**config.mk**
```make
export PLATFORM = sky130hd
export DESIGN_NAME = shifterUnit
export DESIGN_NICKNAME = d
export VERILOG_FILES = /design/src/armShiftPkg.sv /design/src/shiftCtlPkg.sv /design/src/barrelRotator.sv /design/src/shiftControl.sv /design/src/shiftDecoder.sv /design/src/shiftMask.sv /design/src/shifterUnit.sv
export VERILOG_INCLUDE_DIRS = /design/src /design/src/include
export SDC_FILE = /design/constraint.sdc
export NUM_CORES = 1
export LEC_CHECK = 0
export BUFFER_PORTS_ARGS = -buffer_cell sky130_fd_sc_hd__buf_2
export CAP_MARGIN = 20
export CORE_MARGIN = 4
export CORE_UTILIZATION = 62
export CTS_CLUSTER_DIAMETER = 50
export CTS_CLUSTER_SIZE = 30
export DETAILED_ROUTE_END_ITERATION = 8
export PLACE_DENSITY = 0.86
export SKIP_CTS_REPAIR_TIMING = 1
export SLEW_MARGIN = 20
export SYNTH_ARGS = -nofsm -noshare
export SYNTH_HDL_FRONTEND = slang
export SYNTH_SLANG_ARGS = --single-unit
```
**constraint.sdc**
```tcl
create_clock -name clk -period 3.3 [get_ports clk]
set_clock_uncertainty 0.2 [all_clocks]
set_input_delay 0.66 -clock clk [delete_from_list [all_inputs] [get_ports clk]]
set_output_delay 0.66 -clock clk [all_outputs]
set_load 0.005 [all_outputs]
```
**src/include/armShift_cfg.svh**
```systemverilog
`ifndef ARMSHIFT_CFG_SVH
`define ARMSHIFT_CFG_SVH

// Datapath word
`define ARM_WORD_W 32

// Shift amount from the instruction immediate field
`define ARM_SHAMT_W 5

// Shift amount from the bottom byte of Rs
`define ARM_RSAMT_W 8

// Rotator select vectors
`define SH_COARSE_W 8   // Steps of four
`define SH_FINE_W 5     // Steps of one plus the zero mark

`endif

```
**src/armShiftPkg.sv**
```systemverilog
`default_nettype none

`include "armShift_cfg.svh"

package armShiftPkg;

  // Operand and result words
  typedef logic [`ARM_WORD_W-1:0] armWord;

  // Immediate amount, also the low part of any effective amount
  typedef logic [`ARM_SHAMT_W-1:0] shamtT;

  // Register-specified amount, only the low byte of Rs
  typedef logic [`ARM_RSAMT_W-1:0] rsAmtT;

  // Shift kind as encoded in instruction bits 6:5
  typedef logic [1:0] shTypeT;

  localparam shTypeT SH_LSL = 2'b00;
  localparam shTypeT SH_LSR = 2'b01;
  localparam shTypeT SH_ASR = 2'b10;
  localparam shTypeT SH_ROR = 2'b11;  // Also RRX when the immediate is 0

endpackage

`default_nettype wire

```
**src/shiftCtlPkg.sv**
```systemverilog
`default_nettype none

`include "armShift_cfg.svh"

package shiftCtlPkg;

  // One-hot, bit k rotates right by 4k
  typedef logic [`SH_COARSE_W-1:0] coarseSelT;

  // Bits 0..3 one-hot rotate right by 0..3
  // Top bit flags a zero rotation so the rotator passes its input straight out
  typedef logic [`SH_FINE_W-1:0] fineSelT;

  // Position of the zero-rotation mark
  localparam int unsigned FINE_ZERO_BIT = `SH_FINE_W - 1;

endpackage

`default_nettype wire

```
**src/barrelRotator.sv**
```systemverilog
`timescale 1ns/1ps
`default_nettype none

`include "armShift_cfg.svh"

module barrelRotator (
  input  armShiftPkg::armWord    a,
  input  shiftCtlPkg::coarseSelT coarseSel,
  input  shiftCtlPkg::fineSelT   fineSel,
  output armShiftPkg::armWord    rot
);

  import armShiftPkg::*;
  import shiftCtlPkg::*;

  armWord coarseRot;  // After the by-4 level
  armWord fineRot;    // After the by-1 level

  // Rotate right by a constant, n below the word width
  function automatic armWord rotr(input armWord x, input int unsigned n);
    rotr = (x >> n) | (x << (`ARM_WORD_W - n));
  endfunction

  // First level, one leg per multiple of four
  always_comb begin
    coarseRot = '0;
    for (int k = 0; k < `SH_COARSE_W; k++) begin
      coarseRot |= {`ARM_WORD_W{coarseSel[k]}} & rotr(a, 4 * k);
    end
  end

  // Second level, 0 to 3 more
  always_comb begin
    fineRot = '0;
    for (int j = 0; j < FINE_ZERO_BIT; j++) begin
      fineRot |= {`ARM_WORD_W{fineSel[j]}} & rotr(coarseRot, j);
    end
  end

  // Zero rotation skips both levels
  assign rot = fineSel[FINE_ZERO_BIT] ? a : fineRot;

endmodule

`default_nettype wire

```
**src/shiftControl.sv**
```systemverilog
`timescale 1ns/1ps
`default_nettype none

`include "armShift_cfg.svh"

module shiftControl (
  input  armShiftPkg::shTypeT shtype,
  input  armShiftPkg::shamtT  rShamt0,     // Immediate amount, raw
  input  armShiftPkg::rsAmtT  rsrShamt,    // Rs[7:0]
  input  logic                isRtype,
  input  logic                isRsrType,
  input  logic                zeroRotate,  // Immediate form with zero rotation
  input  logic                prevCflag,
  input  logic                multCsel,
  input  logic                multCarryIn,
  input  logic                a0,
  input  logic                a31,
  input  logic                rot0,
  input  logic                rot31,
  output armShiftPkg::shamtT  shamt,
  output logic                shift,
  output logic                left,
  output logic                arith,
  output logic                longshift,
  output logic                rrxIn,
  output logic                shifterCarryOut
);

  import armShiftPkg::*;

  logic                  rrx;
  logic                  shiftSelect;
  logic                  immLong;
  shamtT                 rAmt;
  logic [`ARM_SHAMT_W:0] effAmt;   // One extra bit for amount 32 and up
  logic                  shift0;
  logic                  shift32;
  logic                  shift33;

  // ROR #0 in the immediate form is RRX
  assign rrx = (shtype == SH_ROR) & isRtype & ~isRsrType & (rShamt0 == '0);
  assign rAmt = rrx ? shamtT'(1) : rShamt0;  // RRX moves one bit like ROR #1

  assign shiftSelect = isRtype | isRsrType;

  // Immediate 0 encodes 32 for LSR and ASR, LSL #0 stays 0
  assign immLong = (shtype != SH_LSL) & (rAmt == '0);

  always_comb begin
    if (!shiftSelect) begin
      effAmt = '0;  // Operand passes through
    end else if (isRsrType) begin
      effAmt = {(|rsrShamt[`ARM_RSAMT_W-1:`ARM_SHAMT_W]), rsrShamt[`ARM_SHAMT_W-1:0]};
    end else begin
      effAmt = {immLong, rAmt};
    end
  end

  assign longshift = effAmt[`ARM_SHAMT_W];  // Mask everything in the shift paths
  assign shamt     = effAmt[`ARM_SHAMT_W-1:0];

  always_comb begin
    unique case (shtype)
      SH_LSL:  {shift, left, arith} = 3'b110;
      SH_LSR:  {shift, left, arith} = 3'b100;
      SH_ASR:  {shift, left, arith} = 3'b101;
      default: {shift, left, arith} = 3'b000;  // ROR and RRX rotate only
    endcase
  end

  // Fill bit for RRX
  // Outside RRX it equals a0, which is what ROR #1 puts in bit 31 anyway
  always_comb begin
    if (!rrx) rrxIn = a0;
    else if (multCsel) rrxIn = multCarryIn;
    else rrxIn = prevCflag;
  end

  // Amount classes
  // The folded register amount aliases 64 onto 32, so the RSR cases use all of Rs
  assign shift0  = (effAmt == '0);
  assign shift32 = isRsrType ? (rsrShamt == rsAmtT'(`ARM_WORD_W))
                             : (effAmt == (`ARM_SHAMT_W+1)'(`ARM_WORD_W));
  assign shift33 = isRsrType & (rsrShamt > rsAmtT'(`ARM_WORD_W));  // Immediate never exceeds 32

  always_comb begin
    if (!shiftSelect) begin
      shifterCarryOut = zeroRotate ? prevCflag : a31;  // Immediate operand rule
    end else if (shift0) begin
      shifterCarryOut = prevCflag;
    end else if (shift33) begin
      unique case (shtype)
        SH_LSL:  shifterCarryOut = 1'b0;
        SH_LSR:  shifterCarryOut = 1'b0;
        SH_ASR:  shifterCarryOut = a31;   // Sign smeared
        default: shifterCarryOut = rot31; // ROR by amount mod 32
      endcase
    end else if (shift32) begin
      shifterCarryOut = (shtype == SH_LSL) ? a0 : a31;
    end else begin
      shifterCarryOut = left ? rot0 : rot31;  // Last bit out, RRX included
    end
  end

  // Immediate LSL is limited to 0..31, any long flag there is a decode bug
  always_comb begin
    assert final (!(longshift && isRtype && !isRsrType && shtype == SH_LSL))
      else $error("longshift raised for immediate LSL");
  end

  // Non-shift operands must reach the rotator unrotated
  always_comb begin
    assert final (shiftSelect || (shamt == '0 && !longshift))
      else $error("nonzero amount without a shift form");
  end

endmodule

`default_nettype wire

```
**src/shiftDecoder.sv**
```systemverilog
`timescale 1ns/1ps
`default_nettype none

module shiftDecoder (
  input  armShiftPkg::shamtT     shamt,
  input  logic                   left,
  output shiftCtlPkg::coarseSelT coarseSel,
  output shiftCtlPkg::fineSelT   fineSel
);

  import armShiftPkg::*;
  import shiftCtlPkg::*;

  shamtT rotAmt;

  // Left by n is right by (32 - n) mod 32 which is the two's complement in 5 bits
  assign rotAmt = left ? shamtT'(~shamt + 1'b1) : shamt;

  always_comb begin
    coarseSel = '0;
    fineSel   = '0;
    coarseSel[rotAmt[4:2]] = 1'b1;  // Multiples of four
    if (rotAmt == '0) begin
      fineSel[FINE_ZERO_BIT] = 1'b1;  // Bypass marker alone
    end else begin
      fineSel[rotAmt[1:0]] = 1'b1;
    end
  end

  // AND-OR rotator relies on exactly one coarse leg
  always_comb begin
    assert final ($onehot(coarseSel))
      else $error("coarseSel not one-hot");
  end

endmodule

`default_nettype wire

```
**src/shiftMask.sv**
```systemverilog
`timescale 1ns/1ps
`default_nettype none

`include "armShift_cfg.svh"

module shiftMask (
  input  armShiftPkg::armWord rot,
  input  logic                a31,
  input  armShiftPkg::shamtT  shamt,
  input  logic                shift,
  input  logic                left,
  input  logic                arith,
  input  logic                longshift,
  input  logic                rrxIn,
  output armShiftPkg::armWord y
);

  import armShiftPkg::*;

  localparam armWord ALL_ONES = '1;

  armWord keepMask;  // Bits that come from the rotated word
  armWord fill;      // Value for the vacated bits
  armWord shiftY;
  logic   rorTop;    // Bit 31 in the rotate path

  // Left keeps the upper 32-n bits, right keeps the lower 32-n bits
  always_comb begin
    if (longshift) begin
      keepMask = '0;  // 32 and up, nothing survives
    end else if (left) begin
      keepMask = ALL_ONES << shamt;
    end else begin
      keepMask = ALL_ONES >> shamt;
    end
  end

  assign fill = arith ? {`ARM_WORD_W{a31}} : '0;  // Sign fill for ASR only

  assign shiftY = (rot & keepMask) | (fill & ~keepMask);

  // Only a one-bit rotation can be RRX
  // For a plain ROR #1 rrxIn is a0, the same bit the rotator put there
  assign rorTop = (shamt == shamtT'(1)) ? rrxIn : rot[`ARM_WORD_W-1];

  assign y = shift ? shiftY : {rorTop, rot[`ARM_WORD_W-2:0]};

endmodule

`default_nettype wire

```
**src/shifterUnit.sv**
```systemverilog
`timescale 1ns/1ps
`default_nettype none

`include "armShift_cfg.svh"

module shifterUnit (
  input  logic                clk,
  input  logic                arstN,
  input  logic                inValid,
  input  logic                setFlags,     // Update cFlag with this op's carry
  input  armShiftPkg::armWord a,
  input  armShiftPkg::shTypeT shtype,
  input  armShiftPkg::shamtT  rShamt0,
  input  armShiftPkg::rsAmtT  rsrShamt,
  input  logic                isRtype,
  input  logic                isRsrType,
  input  logic                zeroRotate,
  input  logic                multCsel,     // RRX fill from the multiplier
  input  logic                multCarryIn,
  output logic                outValid,
  output armShiftPkg::armWord result,
  output logic                carryOut,
  output logic                cFlag
);

  import armShiftPkg::*;
  import shiftCtlPkg::*;

  shamtT     shamt;
  logic      shift;
  logic      left;
  logic      arith;
  logic      longshift;
  logic      rrxIn;
  logic      shifterCarryOut;
  coarseSelT coarseSel;
  fineSelT   fineSel;
  armWord    rot;
  armWord    y;

  shiftControl i_shiftControl (
    .shtype          (shtype),
    .rShamt0         (rShamt0),
    .rsrShamt        (rsrShamt),
    .isRtype         (isRtype),
    .isRsrType       (isRsrType),
    .zeroRotate      (zeroRotate),
    .prevCflag       (cFlag),
    .multCsel        (multCsel),
    .multCarryIn     (multCarryIn),
    .a0              (a[0]),
    .a31             (a[`ARM_WORD_W-1]),
    .rot0            (rot[0]),             // Last bit out for LSL
    .rot31           (rot[`ARM_WORD_W-1]), // Last bit out for right shifts
    .shamt           (shamt),
    .shift           (shift),
    .left            (left),
    .arith           (arith),
    .longshift       (longshift),
    .rrxIn           (rrxIn),
    .shifterCarryOut (shifterCarryOut)
  );

  shiftDecoder i_shiftDecoder (
    .shamt     (shamt),
    .left      (left),
    .coarseSel (coarseSel),
    .fineSel   (fineSel)
  );

  barrelRotator i_barrelRotator (
    .a         (a),
    .coarseSel (coarseSel),
    .fineSel   (fineSel),
    .rot       (rot)
  );

  shiftMask i_shiftMask (
    .rot       (rot),
    .a31       (a[`ARM_WORD_W-1]),
    .shamt     (shamt),
    .shift     (shift),
    .left      (left),
    .arith     (arith),
    .longshift (longshift),
    .rrxIn     (rrxIn),
    .y         (y)
  );

  // Single output stage taking one op per cycle
  always_ff @(posedge clk or negedge arstN) begin
    if (!arstN) begin
      outValid <= 1'b0;
      result   <= '0;
      carryOut <= 1'b0;
      cFlag    <= 1'b0;
    end else begin
      outValid <= inValid;  // Strobe only
      if (inValid) begin
        result   <= y;
        carryOut <= shifterCarryOut;
      end
      if (inValid && setFlags) cFlag <= shifterCarryOut;  // Seen by the next op
    end
  end

  // Without a shift form the operand reaches the result untouched
  assert property (@(posedge clk) disable iff (!arstN)
                   inValid && !isRtype && !isRsrType |=> result == $past(a))
    else $error("operand changed without a shift form");

endmodule

`default_nettype wire

```
==> results.cfg, run 1 <==
[timing]
endpoint_type = register data pin
worstEndpointGrtRepair = result[31]$_DFFE_PN0P_/D

[clock_tree]
cts_buffer_depth = 2
cts.sinks = 35
h-tree-depth = 2
cts-root-buf = clkbuf_8
cts_buffers = 5

[logic_synthesis]
synth_edf_count = 0
synth_most_common_cell = o21ai_0
yosysUniqueCellTypes = 82
yosysWarnings = 0
synth_seq_cells = 35
netlist_instances = 853
syn_area_per_cell_um2 = 6.79
synthFlopType = dfrtp_1
syn-num-nets = 915
synth_area_leader_cell = dfrtp_1
synth_top_area_share_pct = 15.1
synthTopCellsByCount = o21ai_0 (126), nor2_1 (80), a21oi_1 (78), nand2_1 (76), clkbuf_1 (71)
synthTopCellsByArea = dfrtp_1 (15%), o21ai_0 (11%), a21oi_1 (6.7%), mux2i_1 (6.6%), nor2_1 (5.2%)
seq_area_frac_synth_pct = 15.1
async_flop_share_pct = 100
syn_area_mm2 = 0.00579

[placed_design]
place_ws_ps = -1480
portBuffers = 90
place_congestion = 1.19
dp_hpwl_mm = 22.7
placed_cells = 1160

[die]
fp.dieH_um = 105
io_pins = 91
dieWidth_um = 105
floorplan.initialDensity_pct = 65.1
num_rows = 34

[global_route]
grt_max_degree = 39
grt_overflow = 1340
grt_usage_pct = 107

[status]
status = aborted with a tool error
lastStage = global routing
error = [ERROR GRT-0232] Routing congestion too high. Check the congestion heatmap in the GUI.
cells by family after synthesis:
family | Yosys count | share of synthesized area (%)
compound gates | 422 | 49.0
simple gates | 245 | 19.8
buf+inv | 101 | 6.92
mux | 41 | 7.35
flops | 35 | 15.1
fa+ha+maj | 6 | 1.30
xor+xnor | 3 | 0.584
layer usage:
layer | GRT overflow | GRT usage [%]
met3 | 34 | 85.8
met4 | 291 | 118
met2 | 989 | 142
met1 | 21 | 92.0
met5 | 5 | 61.2
stage by stage:
stage / TNS [ps] / instance area, µm² / utilization, %
after global placement: -33380 / 7760 / 87.3
after CTS: -32390 / 7850 / 88.3
after detailed placement: -42210 / 7760 / 87.3
after floorplan: -22950 / 6000 / -
==> inputs of run 2 (changes only) <==
Settings changed: CORE_UTILIZATION 62 to 40, CTS_CLUSTER_DIAMETER 50 to unset, CTS_CLUSTER_SIZE 30 to unset, PLACE_DENSITY 0.86 to unset, PLACE_DENSITY_LB_ADDON set to 0.15.
==> results.cfg, run 2 <==
[status]
status = finished, violations left
violations = negative setup slack

[clock_tree]
cts.sinks = 35
cts_buffers = 5
cts_buffer_depth = 2
tritoncts = built
h-tree-depth = 2
clk_latency_ps = 290
cts-root-buf = clkbuf_16
path_clk_slew_ps = 60

[routing]
first_iter_violations = 1286
ant_nets = 0
vias_per_cell = 6.94
firstDrtPassIters = 9
routed_wl_mm = 33.7
drc = 0
vias = 8986
avgRoutedWirePerCell_um = 26.0

[logic_synthesis]
netlist_instances = 853
synth_compound_area_share_pct = 49.0
async_flop_share_pct = 100
synth_fa_ha_area_share_pct = 1.30
synthTopCellsByArea = dfrtp_1 (15%), o21ai_0 (11%), a21oi_1 (6.7%), mux2i_1 (6.6%), nor2_1 (5.2%)
syn_area_per_cell_um2 = 6.79
synth_seq_cells = 35
yosys.area_share.simple_pct = 19.8
syn_area_mm2 = 0.00579
seq_area_frac_synth_pct = 15.1
yosys.area_share.xor_xnor_pct = 0.584
yosysWarnings = 0
synth_edf_count = 0
synth_most_common_cell = o21ai_0
syn-num-nets = 915
yosysUniqueCellTypes = 82
synth_top_family_by_area = compound AO/OA/AOI/OAI gates
synthFlopType = dfrtp_1
synth.area.mux_share_pct = 7.35
synthTopCellsByCount = o21ai_0 (126), nor2_1 (80), a21oi_1 (78), nand2_1 (76), clkbuf_1 (71)
synth_area_leader_cell = dfrtp_1
synth_top_area_share_pct = 15.1

[timing]
grt_setup_unrepaired = true
final-hold-violation-count = 0
tightest_slew_ps = 923
drv_slew = 0
fin_ws_ps = -1050
period_needed_ps = 4350
final.period_utilization_pct = 132
setup_tns_ps = -27570
max_freq_mhz = 230
maxSlewHeadroom_pct = 38.2
finalSetupViolCount = 34

[die]
dieArea_mm2 = 0.0165
floorplan.initialDensity_pct = 41.2
dieWidth_um = 128
fp.dieH_um = 128
io_pins = 91
num_rows = 43
core_area_mm2 = 0.0140

[finish]
top_register = result
nets = 1175
nFillCells = 1173
layout_common_cells = buf_4 (201), buf_2 (88), o21ai_0 (78)
final_common_cell = buf_4
syn2layout_area_growth_pct = 66.9
largest_reg_flops = 32
antenna_cells = 0
drive_gt1_share_pct = 48.7

[global_route]
grt_pass1_vias = 8014
grt_overflow = 0
grt_pass1_wl_mm = 47.5
grt_usage_pct = 37.1
antenna_found_initial = 0
grt_max_degree = 39

[worst_setup_path]
cp_num_buf_inv = 3
worst_setup_path_end_kind = flop
cp-start-kind = primary input
cp_slowest_cell = mux4_2
crit_required_ps = 3280
cpPeakStageDelay_ps = 490
cp.arrival_ps = 4330
path_max_fanout = 5
crit_family = compound AO/OA/AOI/OAI gates
worstPathCellList = buf_8 > nor4_4 > nand2_1 > o21ai_2 > inv_2 > ha_4 > ha_4 > and2_4 > mux4_2 > a211oi_4 > a41oi_2 > a211o_1 > nor4_4 > buf_4 > nor2_1 > a2111o_1 > o221a_2
path_class = primary input to flop

[placed_design]
place_congestion = 1.04
dp_hpwl_mm = 24.2
portBuffers = 90

[power]
vdd_drop_max_uv = 235
p_per_area_mw_per_mm2 = 386
fin_total_pwr_mw = 3.73
p_leak_nw = 3.98

[job]
maxCapViolCount = 0

[min_path]
hold_class = primary input to asynchronous set/reset pin
## run 2: kinds of logic after synthesis
group / count (synthesis)
xor+xnor: 3
buf+inv: 101
mux: 41
compound gates: 422
simple gates: 245
flops: 35
fa+ha+maj: 6
## run 2: worst paths after layout
path | startpoint | to | slack [ps] | cells after the start
setup / recovery | rShamt0[3] | result[31] | -1050 | 17
hold / removal | arstN | outValid | 270 | 1
setup reg to reg | cFlag | result[31] | 1780 | 4
hold reg to reg | result[0] | result[0] | 280 | 1
max in group asynchronous | arstN | result[24] | 2090 | 1
min in group clk | result[0] | result[0] | 280 | 1
## run 2: cell type report
| cell class | count | area, µm² | share of cell area (%) |
|---|---|---|---|
| multi-input cells | 718 | 5690 | 58.9 |
| repair buffers | 342 | 2690 | 27.8 |
| flip-flops and latches | 35 | 876 | 9.06 |
| well taps | 180 | 225 | 2.33 |
| clock buffers | 6 | 129 | 1.33 |
| inverters | 11 | 41.3 | 0.427 |
| clock inverters | 2 | 12.5 | 0.129 |
## run 2: worst reg2reg max path, delay by kind of cell (launching register included)
family	cells	cell delay, ps
compound gates	3	630
flops	1	430
mux	1	150
## run 2: routing by layer
metal | share of wire (%) | wire length [µm] | GRT usage (%) | vias to the layer above
li1 | - | - | - | 3859
met1 | 38 | 12900 | 50.8 | 4281
met2 | 45 | 15200 | 57.5 | 713
met3 | 11 | 3810 | 4.88 | 133
met4 | 5.5 | 1860 | 17.5 | 0
met5 | 0 | 0 | 0 | -
## run 2: where the power goes
group	internal, mW	switching, mW
combinational	1.22	1.46
sequential	0.514	0.0589
clock	0.279	0.205
## run 2: stage by stage
stage	utilization (%)	area (µm²)	std cells	setup slack (ps)	hold WS, ps
finish	68.8	9660	1294	-1050	270
global route	68.8	9660	1294	-1190	305
CTS	57.8	8110	1252	-1280	287
detailed placement	56.8	7970	1244	-1560	274
global placement	56.8	7970	1244	-1530	255
floorplan	-	6000	853	-959	164
Power figures use the tool's default switching activity.
==> inputs of run 3 (changes only) <==
--- a/config.mk
+++ b/config.mk
@@ -7,9 +7,9 @@
 export NUM_CORES = 1
 export LEC_CHECK = 0
-export BUFFER_PORTS_ARGS = -buffer_cell sky130_fd_sc_hd__buf_2
 export CAP_MARGIN = 20
 export CORE_MARGIN = 4
 export CORE_UTILIZATION = 40
 export DETAILED_ROUTE_END_ITERATION = 8
+export DONT_BUFFER_PORTS = 1
 export PLACE_DENSITY_LB_ADDON = 0.15
 export SKIP_CTS_REPAIR_TIMING = 1
==> constraint.sdc (replaced) <==
create_clock -name clk -period 3.3 [get_ports clk]
set_clock_uncertainty 0.2 [all_clocks]
set_input_delay 0.165 -clock clk [delete_from_list [all_inputs] [get_ports clk]]
set_output_delay 0.165 -clock clk [all_outputs]
set_load 0.005 [all_outputs]
==> results.cfg, run 3 (same netlist as run 2, synthesis figures left out) <==
[global_route]
grt_overflow = 0
grt_pass1_vias = 7337
met1_usage_pct = 49.6
grt.busiest_layer = met2
grt_usage_pct = 34.9
antenna_found_initial = 1
grt_pass1_wl_mm = 44.6
met3_usage_pct = 4.58
grt_max_degree = 40
globalRouteMet2Util_pct = 52.1

[clock_tree]
cts.sinks = 35
cts_buffer_depth = 2
cts_buffers = 5
clk_latency_ps = 290
h-tree-depth = 2
tritoncts = built
path_clk_slew_ps = 60
cts-root-buf = clkbuf_16

[worst_setup_path]
cp_slowest_cell = a221o_1
path_max_fanout = 5
cp_num_buf_inv = 2
path_class = primary input to flop
crit_required_ps = 3270
cp.arrival_ps = 3730
worstPathCellList = nor4_4 > nand2_1 > o21ai_2 > inv_2 > ha_4 > ha_4 > nor3b_4 > buf_4 > o2111ai_4 > o31ai_4 > or2_2 > a221o_1 > a211oi_2 > o32ai_2 > o21ba_2 > o2111a_1 > a221o_1
worst_setup_path_end_kind = flop
cp-start-kind = primary input
crit_family = compound AO/OA/AOI/OAI gates
cpPeakStageDelay_ps = 430

[routing]
ant_nets = 0
vias_per_cell = 7.18
drc = 0
vias = 8295
avgRoutedWirePerCell_um = 27.8
firstDrtPassIters = 7
routed_wl_mm = 32.1
first_iter_violations = 1147

[status]
violations = negative hold slack, negative setup slack
status = finished, violations left

[power]
p_per_area_mw_per_mm2 = 397
vdd_drop_max_uv = 229
fin_total_pwr_mw = 3.47
p_leak_nw = 3.33

[finish]
final_common_cell = buf_4
antenna_cells = 0
final_cell_count_no_fill = 1155
layout_common_cells = buf_4 (142), o21ai_0 (74), nand2_1 (72)
syn2layout_area_growth_pct = 51.0
top_register = result
largest_reg_flops = 32
nFillCells = 1269
drive_gt1_share_pct = 38.6
fin_area_mm2 = 0.00874
nets = 1036

[die]
core_area_mm2 = 0.0140
dieWidth_um = 128
floorplan.initialDensity_pct = 41.2
num_rows = 43
dieArea_mm2 = 0.0165
fp.dieH_um = 128
io_pins = 91

[timing]
final.period_utilization_pct = 114
setup_tns_ps = -8180
max_freq_mhz = 266
final-hold-violation-count = 1
fin_ws_ps = -461
period_needed_ps = 3760
drv_slew = 0
finalSetupViolCount = 34
tightest_slew_ps = 835
holdWs_ps = -23.4
maxSlewHeadroom_pct = 44.1
grt_setup_unrepaired = true

[placed_design]
place_congestion = 0.994
placed_cells = 1088
placed_area_mm2 = 0.00701
portBuffers = 0
dp_hpwl_mm = 22.7

[min_path]
hold_class = primary input to flop

[job]
maxCapViolCount = 0
## run 3: cell types whose count changed in the layout (fill, tap and decap cells not counted), sizes merged
cell	change
clkbuf	-2
bufinv	+1
or2	+1
buf	-158
dlygate4sd3	+19
clkinvlp	-1
clkinv	+1
## run 3: worst register-to-register path, stage by stage, from the launching register on
cell      delay, ps
dfrtp_1         420
mux2i_1         170
a211oi_1        100
a2111o_1        410
o221a_2         130
## run 3: layer usage
metal,share of wire (%),up-vias
li1,-,3590
met1,40,4000
met2,45,603
met3,10,100
met4,5.1,2
met5,0.050,-
## run 3: metrics by stage
stage / utilization, % / hold WS [ps] / worst slack, ps
finish: 62.3 / -23.4 / -461
global route: 62.3 / 1.31 / -538
CTS: 51.1 / -635 / -515
detailed placement: 49.9 / -330 / -793
global placement: 49.9 / -330 / -695
floorplan: - / -331 / -464
## run 3: final timing paths
kind                            depth (start not counted)  startpoint          to  slack [ps]
worst max-delay path                                   17  rShamt0[3]    carryOut        -460
min in group asynchronous                               2       arstN    outValid         130
worst min-delay path                                    2       a[21]  result[21]         -20
max in group asynchronous                               2       arstN  result[27]        2560
worst max register to register                          4       cFlag  result[31]        1760
worst min register to register                          1   result[0]   result[0]         300
## run 3: where the power goes
group          internal, mW  switching [mW]  total, mW
Sequential            0.514          0.0822      0.596
Combinational          1.04            1.27       2.32
Clock                 0.356           0.197      0.554
Total                  1.91            1.55       3.47
## run 3: layout make-up
type	instances	area, µm²	share of cell area, %
repair buffers	202	1820	20.8
clock inverters	3	43.8	0.501
multi-input cells	719	5610	64.2
inverters	11	41.3	0.472
well taps	180	225	2.58
clock buffers	5	125	1.43
flip-flops and latches	35	876	10.0
